### config.mk
export PLATFORM = sky130hd
export DESIGN_NAME = am_mult_top
export DESIGN_NICKNAME = d
export VERILOG_FILES = /design/src/logic/am_pkg.sv /design/src/logic/pp_init_stage.sv /design/src/logic/csa_row_stage.sv /design/src/logic/cpa_stage.sv /design/src/logic/am_mult_top.sv
export SDC_FILE = /design/constraint.sdc
export NUM_CORES = 2
export LEC_CHECK = 0
export ABC_AREA = 1
export BUFFER_PORTS_ARGS = -buffer_cell sky130_fd_sc_hd__buf_2
export CORE_ASPECT_RATIO = 2
export CORE_MARGIN = 3
export CORE_UTILIZATION = 30
export CTS_CLUSTER_SIZE = 30
export DETAILED_ROUTE_END_ITERATION = 8
export GPL_ROUTABILITY_DRIVEN = 0
export PLACE_DENSITY_LB_ADDON = 0.25
export SLEW_MARGIN = 10
export SYNTH_ARGS = -nofsm -noshare
export SYNTH_HDL_FRONTEND = slang
export SYNTH_SLANG_ARGS = --single-unit
### constraint.sdc
create_clock -name clk -period 20.7 [get_ports clk]
set_input_delay 5.175 -clock clk [delete_from_list [all_inputs] [get_ports clk]]
set_output_delay 5.175 -clock clk [all_outputs]
set_load 0.01 [all_outputs]
### src/logic/am_pkg.sv
package am_pkg;

  // Operand and product sizes. All other widths follow from OP_W.
  localparam int OP_W = 24;
  localparam int PROD_W = 2 * OP_W;

  // The sum and carry vectors of a carry-save row are one bit narrower than an operand.
  localparam int SUM_W = OP_W - 1;

  // Adder rows that follow partial product 0.
  localparam int ROW_COUNT = OP_W - 1;

  typedef logic [OP_W-1:0] operand_t;
  typedef logic [PROD_W-1:0] product_t;

  // Carry-save state passed from each pipeline stage to the next.
  typedef struct packed {
    operand_t         a;        // Multiplicand.
    operand_t         b;        // Multiplier.
    logic [SUM_W-1:0] sum;      // Sum of the last row; its bit 0 is already retired.
    logic [SUM_W-1:0] carry;    // Carries of the last row.
    logic             top;      // Top bit of the last partial product.
    operand_t         prod_lo;  // Low product bits retired so far.
  } mul_state_t;

  // One row of the AND-gate array.
  function automatic operand_t partial_product(
    input operand_t a,
    input logic     b_bit
  );
    return a & {OP_W{b_bit}};
  endfunction

endpackage

### src/logic/pp_init_stage.sv
module pp_init_stage
  import am_pkg::*;
(
  input  logic       clk,
  input  logic       arst_n,
  input  operand_t   a,
  input  operand_t   b,
  output mul_state_t state
);

  operand_t   pp0;
  mul_state_t state_d;

  assign pp0 = partial_product(a, b[0]);  // Row 0 of the array.

  // Row 0 has nothing to add yet, so it is the first carry-save state as it stands.
  always_comb begin
    state_d         = '0;
    state_d.a       = a;
    state_d.b       = b;
    state_d.sum     = pp0[SUM_W-1:0];        // Bit 0 doubles as product bit 0.
    state_d.carry   = '0;                    // Makes row 1 a row of half adders.
    state_d.top     = pp0[OP_W-1];
    state_d.prod_lo = operand_t'(pp0[0]);
  end

  always_ff @(posedge clk or negedge arst_n) begin
    if (!arst_n) begin
      state <= '0;
    end else begin
      state <= state_d;
    end
  end

endmodule

### src/logic/csa_row_stage.sv
module csa_row_stage
  import am_pkg::*;
#(
  parameter int FIRST_ROW = 1,
  parameter int ROW_COUNT_HERE = 1
) (
  input  logic       clk,
  input  logic       arst_n,
  input  mul_state_t state_in,
  output mul_state_t state_out
);

  mul_state_t state_d;

  // Each row adds partial product k to the shifted sum of the row above.
  // Position i of row k sees sum bit i+1, except the top position, which
  // takes the top bit of the previous partial product instead.
  always_comb begin : row_chain
    mul_state_t       st;
    operand_t         pp;
    logic [SUM_W-1:0] x;
    logic [SUM_W-1:0] pp_lo;
    logic [SUM_W-1:0] s_row;
    logic [SUM_W-1:0] c_row;

    st    = state_in;
    pp    = '0;
    x     = '0;
    pp_lo = '0;
    s_row = '0;
    c_row = '0;

    for (int r = 0; r < ROW_COUNT_HERE; r++) begin
      pp    = partial_product(st.a, st.b[FIRST_ROW + r]);
      pp_lo = pp[SUM_W-1:0];
      x     = {st.top, st.sum[SUM_W-1:1]};        // Shifted row sum with the old top bit.

      // One full adder per bit position.
      s_row = x ^ st.carry ^ pp_lo;
      c_row = (x & st.carry) | (x & pp_lo) | (st.carry & pp_lo);

      st.sum   = s_row;
      st.carry = c_row;
      st.top   = pp[OP_W-1];                      // Feeds the top position of the next row.
      st.prod_lo[FIRST_ROW + r] = s_row[0];       // The lowest sum bit is final now.
    end

    state_d = st;
  end

  always_ff @(posedge clk or negedge arst_n) begin
    if (!arst_n) begin
      state_out <= '0;
    end else begin
      state_out <= state_d;
    end
  end

endmodule

### src/logic/cpa_stage.sv
module cpa_stage
  import am_pkg::*;
(
  input  logic       clk,
  input  logic       arst_n,
  input  mul_state_t state,
  output product_t   product
);

  operand_t sum_word;
  operand_t carry_word;
  operand_t upper;

  // The carry vector already sits one place left of the sum bits.
  assign sum_word   = {1'b0, state.top, state.sum[SUM_W-1:1]};
  assign carry_word = {1'b0, state.carry};

  // Ripple-carry adder for the upper half of the product.
  always_comb begin : ripple
    logic cy;

    cy = 1'b0;
    for (int i = 0; i < OP_W; i++) begin
      upper[i] = sum_word[i] ^ carry_word[i] ^ cy;
      cy = (sum_word[i] & carry_word[i]) | (cy & (sum_word[i] ^ carry_word[i]));
    end
  end  // The carry out of bit 23 is always zero for a 24 x 24 product.

  always_ff @(posedge clk or negedge arst_n) begin
    if (!arst_n) begin
      product <= '0;
    end else begin
      product <= {upper, state.prod_lo};
    end
  end

endmodule

### src/logic/am_mult_top.sv
module am_mult_top
  import am_pkg::*;
#(
  parameter int ROWS_PER_STAGE = 6
) (
  input  logic     clk,
  input  logic     arst_n,
  input  operand_t a,
  input  operand_t b,
  output product_t product
);

  // Row stages needed to cover all adder rows, rounded up.
  localparam int NUM_ROW_STAGES = (ROW_COUNT + ROWS_PER_STAGE - 1) / ROWS_PER_STAGE;

  // Entry 0 comes from the input stage, entry g+1 from row stage g.
  mul_state_t stage_state [NUM_ROW_STAGES+1];

  if (ROWS_PER_STAGE < 1 || ROWS_PER_STAGE > ROW_COUNT) begin : g_bad_rows
    $error("ROWS_PER_STAGE must lie between 1 and %0d.", ROW_COUNT);
  end

  pp_init_stage pp_init_i (
    .clk    (clk),
    .arst_n (arst_n),
    .a      (a),
    .b      (b),
    .state  (stage_state[0])
  );

  for (genvar g = 0; g < NUM_ROW_STAGES; g++) begin : g_row
    localparam int FIRST = 1 + g * ROWS_PER_STAGE;          // Row index handled first here.
    localparam int LEFT = ROW_COUNT + 1 - FIRST;            // Rows still open at this stage.
    localparam int COUNT = (LEFT < ROWS_PER_STAGE) ? LEFT : ROWS_PER_STAGE;

    csa_row_stage #(
      .FIRST_ROW      (FIRST),
      .ROW_COUNT_HERE (COUNT)
    ) row_stage_i (
      .clk       (clk),
      .arst_n    (arst_n),
      .state_in  (stage_state[g]),
      .state_out (stage_state[g+1])
    );
  end

  cpa_stage cpa_i (
    .clk     (clk),
    .arst_n  (arst_n),
    .state   (stage_state[NUM_ROW_STAGES]),
    .product (product)
  );

endmodule

== Yosys cells after proc, flatten, opt, wreduce, memory -nomap -nowiden ==
Cells that the tools add are included.

* Bits in registers: 516
* Input bits: 50
* Output and inout port bits: 48
* Logic and storage cells: 320

* Bitwise operators: 292

{| class="wikitable"
|+ Operator list
! kind !! number
|-
| 23-bit bitwise AND || 67
|-
| 23-bit XOR || 45
|-
| 23-bit OR || 44
|-
| 24-bit bitwise AND || 24
|-
| 1-bit bitwise AND || 45
|-
| 1-bit XOR || 45
|-
| 1-bit OR || 22
|}

== Logic depth before layout (Yosys ltp) ==
* Depth in word-level cells: 45
* Mapped depth: 27

== Hierarchy ==
Synthesis repeated with hierarchy kept, for this count alone.

* Cells, all modules: 2421
* Area total of the unflattened synthesis: 31089.8 µm²

{| class="wikitable"
|+ By module, submodules not included
! module !! times used !! cells each !! area an instance (µm²)
|-
| csa_row_stage (g_row[0].row_stage_i ...) || 3 || 555 || 6901.6
|-
| csa_row_stage (g_row[3].row_stage_i) || 1 || 505 || 6332.3
|-
| pp_init_stage || 1 || 170 || 2361.0
|-
| cpa_stage || 1 || 81 || 1691.6
|}

== Worst setup path after synthesis ==
Ideal clock, no wire load.

* Path type: reg2reg
* From: register g_row[3].row_stage_i.state_out[25] (netlist name)
* To: register cpa_i.product[46]
* Library setup time: 0.064 ns
* Data arrival time: 8.830 ns
* Data required time: 20.636 ns
* Path slack: 11.806 ns
* Cell stages (with the launch flop): 28
* Buffers on the path: 0
* Cell sequence: dfrtp_1 ha_1 fa_1 fa_1 fa_1 fa_1 fa_1 fa_1 fa_1 fa_1 fa_1 fa_1 fa_1 fa_1 fa_1 fa_1 fa_1 inv_1 fa_1 inv_1 fa_1 fa_1 fa_1 fa_1 fa_1 inv_1 fa_1 inv_1

* Longest elaborated chain between the ends: 44

{| class="wikitable"
|+ Ends and longest elaborated chain
! item !! line !! RTL
|-
| start, declared || csa_row_stage.sv:10 || <nowiki>output mul_state_t state_out</nowiki>
|-
| start signal, assigned || csa_row_stage.sv:55 || <nowiki>state_out <= state_d;</nowiki>
|-
| 1-bit bitwise AND (2 in series) || cpa_stage.sv:25 || <nowiki>cy = (sum_word[i] & carry_word[i]) | (cy & (sum_word[i] ^ carry_word[i]));</nowiki>
|-
| 1-bit OR || cpa_stage.sv:25 ||
|-
| 1-bit bitwise AND || cpa_stage.sv:25 ||
|-
| 1-bit OR || cpa_stage.sv:25 ||
|-
| 1-bit bitwise AND || cpa_stage.sv:25 ||
|-
| 1-bit OR || cpa_stage.sv:25 ||
|-
| 1-bit bitwise AND || cpa_stage.sv:25 ||
|-
| 1-bit OR || cpa_stage.sv:25 ||
|-
| [... 28 more ...] || - ||
|-
| 1-bit bitwise AND || cpa_stage.sv:25 ||
|-
| 1-bit OR || cpa_stage.sv:25 ||
|-
| 1-bit bitwise AND || cpa_stage.sv:25 ||
|-
| 1-bit OR || cpa_stage.sv:25 ||
|-
| 1-bit bitwise AND || cpa_stage.sv:25 ||
|-
| 1-bit OR || cpa_stage.sv:25 ||
|-
| 1-bit XOR || cpa_stage.sv:24 || <nowiki>upper[i] = sum_word[i] ^ carry_word[i] ^ cy;</nowiki>
|-
| via cpa_i.upper[22] || cpa_stage.sv:12 || <nowiki>operand_t upper;</nowiki>
|-
| end signal, assigned || cpa_stage.sv:33 || <nowiki>product <= {upper, state.prod_lo};</nowiki>
|-
| end, declared || cpa_stage.sv:7 || <nowiki>output product_t product</nowiki>
|}

The timed path passes the listed nets, and every way through them passes these cells.

== Worst setup path in the final report ==
Same ends and word-level chain as after synthesis.

==> impl_results.md <==
- Synth Flop Type: dfrtp_1
- Fraction of layout cells with a size suffix above 1: 0.0719
- Clock share of power: 0.172
- Core area: 91900 µm²
- Die ar.: 97000 µm²
- Nets: 3057
- CTS clk-pin slew, worst paths: 0.06 ns
- Peak supply drop: 90.2 µV
- CP Launch Type: register
- Mapped Nets: 2957
- Avg Cell Area, Syn: 11.9 µm²
- Via-to-Cell Ratio: 3.89
- Critical Path Fanout Max: 1
- Vias: 14300
- TritonCTS clock tree: built
- Worst flop-to-flop path endpoint: cpa_i.product[46]$_DFF_PN0_
- Worst setup path startpoint: g_row[3].row_stage_i.state_out[25]$_DFF_PN0_
- Worst reg2reg path depth: 27
- Peak Freq: 0.106 GHz
- Port bufs: 97
- Logic pwr share: 0.548
- Vias in the first global route: 16900
- MaxCap Viol Count: 0
- Worst path depth: 27
- Number of synthesized flops with an enable pin: 0
- WP data arrival: 9.96 ns
- Worst setup path endpoint: cpa_i.product[46]$_DFF_PN0_
- Syn Inst Count: 2355
- Switch share: 0.400
- Top cells by count, synth: inv_1, nand2_1, fa_1
- Antenna diodes: 0
- Most numerous cell in the Yosys netlist: inv_1
- Worst Skew: 0.0359 ns
- Top layer in use: met4
- Total grt overflow: 0
- DRT iter0 DRCs: 357
- Clock buffer depth: 3
- Post-Place Cell Area: 29500 µm²
- Cell area power density: 163 nW/µm²
- Post-CTS Setup Inserts: 0
- Synth warn: 0
- Worst rel slew slack: 0.356
- Cell Rows: roughly 160
- Seq/Total Area, Yosys: 0.422
- Slew Viols, Final: 0
- CP Buf/Inv Count: 4
- Psw: 0.00203 W
- Shortest period the worst path allows: 9.41 ns
- Die width: 222 µm
- CP peak stage delay: 0.43 ns
- Clk root buf: clkbuf_16
- Initial core utilization: 0.304
- Worst-Skew Late Latency: 0.62 ns
- Hold Fails Final Rpt: 0
- Die height: 438 µm
- First-pass GRT wire length: 81900 µm
- Slowest stage cell, crit path: fa_1
- CTS HTree Levels: 2
- TritonRoute pass-1 iters: 4
- Setup TNS: 0 ns
- Sequential power share: 0.280
- Synth Register Bits: 471
- Worst setup EP type: register
- Metal3 WL: 1380 µm
- Critical path class: register to register
- Metal-1 WL: 15500 µm
- CTS sink count: roughly 470
- CTS Hold Bufs: 0
- Internal: 0.00305 W
- Netlist cell types: 7
- Routed Antenna Nets: 0
- Drt total wl: ~47000 µm
- Synth top area cells: dfrtp_1, fa_1, inv_1
- Worst slew pin tran: 0.967 ns
- Design Area, Final: just over 30000 µm²
- Synth top area share: 0.422
- Total clock buffers created by CTS: 45
- Final setup viols: 0
- Crit-path most repeated cell: fa_1
- I/O pins: 98
- CTS resizes: 0
- Worst Hold Class: register to register
- RR Startpoint: g_row[3].row_stage_i.state_out[25]$_DFF_PN0_
- Pleak: 16.6 nW
- Total track usage: 0.103
- DR WL met2: 28500 µm
- Remaining DRCs: 0
- Final HPWL DP: 39600 µm
- R2R Setup Slk: approximately 11 ns
- Period Utilization, post-route: 0.455
- Initial antenna violation count: 2
- Filler instances: around 9300
- Synth area leader: dfrtp_1
- Largest net degree at the start of global routing: 134
- Crit path max-delay family: adder cells
- Synthesized area: around 28000 µm²
- Status: completed
- RSZ-0062 raised after global routing: no
- Worst EP required: 21.25 ns
- Area delta synth->final: 11.4%
- Wire per inst: 12.7 µm
- Ys async rst share: 1.00
[cells by family (layout without fill, tap and decap cells)]
family / count (synthesis) / in the layout / synth area share
flip-flops: 471 / 471 / 0.422
buffers and inverters: 756 / 891 / 0.112
adder cells (fa/ha/maj): 552 / 552 / 0.389
AND/OR/NAND/NOR: 576 / 576 / 0.0774
[flip-flops by register name, indices dropped and copies added, names as in the netlist]
| signal | flops |
|---|---|
| g_row.row_stage_i.state_out | 352 |
| pp_init_i.state | 71 |
| cpa_i.product | 48 |
[cell usage in the layout, fill, tap and decap left out]
cell type / count
inv_16: 1
bufinv_16: 5
clkinvlp_4: 4
dfrtp_1: 471
buf_2: 96
buf_4: 3
clkbuf_8: 9
inv_1: 708
clkinv_4: 3
clkbuf_16: 45
clkinv_16: 1
inv_6: 5
buf_8: 1
inv_8: 1
nand2_1: 576
clkinv_8: 1
clkbuf_1: 4
ha_1: 24
buf_12: 1
fa_1: 528
clkinv_2: 3
[power by group through the flow]
stage / Combinational, W / Sequential (W) / Clock, W
finish: 0.00278 / 0.00142 / 0.000874
floorplan: 0.00197 / 0.00142 / 0
global route: 0.00333 / 0.00146 / 0.000946
CTS: 0.00290 / 0.00143 / 0.000913
detailed placement: 0.00291 / 0.00145 / 0
global placement: 0.00280 / 0.00145 / 0
[through the flow]
| stage | util | setup WS (ns) | cells | hold slack, ns | power, W |
|---|---|---|---|---|---|
| floorplan | - | 11.81 | 2355 | 0.331 | 0.00339 |
| global placement | 0.321 | 11.13 | 3600 | 0.335 | 0.00425 |
| detailed placement | 0.321 | 11.19 | 3600 | 0.335 | 0.00436 |
| CTS | 0.338 | 11.18 | 3682 | 0.349 | 0.00525 |
| global route | 0.338 | 10.86 | 3682 | 0.354 | 0.00574 |
| finish | 0.338 | 11.29 | 3682 | 0.346 | 0.00507 |
[per-layer routing]
metal / vias to the layer above / global-route usage
met5: - / 0
met3: 74 / 0.0161
met1: 7497 / 0.0960
li1: 6578 / -
met2: 158 / 0.218
met4: 0 / 0.0352
[layout make-up]
type | instances | area [µm²] | share of cell area
well taps | 1192 | 1490 | 0.0479
multi-input cells | 1128 | 13000 | 0.419
inverters | 708 | 2660 | 0.0854
clock buffers | 58 | 1260 | 0.0407
repair buffers | 101 | 538 | 0.0173
flip-flops and latches | 471 | 11800 | 0.379
clock inverters | 24 | 343 | 0.0110
[worst min-delay path by stage]
stage | start | endpoint | slack, ns | depth (start not counted)
2_1_floorplan | g_row[3].row_stage_i.state_out[0]$_DFF_PN0_ | cpa_i.product[0]$_DFF_PN0_ | 0.33 | 0
3_3_place_gp | pp_init_i.state[87]$_DFF_PN0_ | g_row[0].row_stage_i.state_out[87]$_DFF_PN0_ | 0.34 | 0
3_5_place_dp | g_row[3].row_stage_i.state_out[12]$_DFF_PN0_ | cpa_i.product[12]$_DFF_PN0_ | 0.33 | 0
4_1_cts | g_row[2].row_stage_i.state_out[48]$_DFF_PN0_ | g_row[3].row_stage_i.state_out[18]$_DFF_PN0_ | 0.35 | 0
5_1_grt | pp_init_i.state[92]$_DFF_PN0_ | g_row[0].row_stage_i.state_out[92]$_DFF_PN0_ | 0.35 | 0
6_report | g_row[0].row_stage_i.state_out[48]$_DFF_PN0_ | g_row[1].row_stage_i.state_out[6]$_DFF_PN0_ | 0.35 | 0
(Power assumes the default switching activity.)
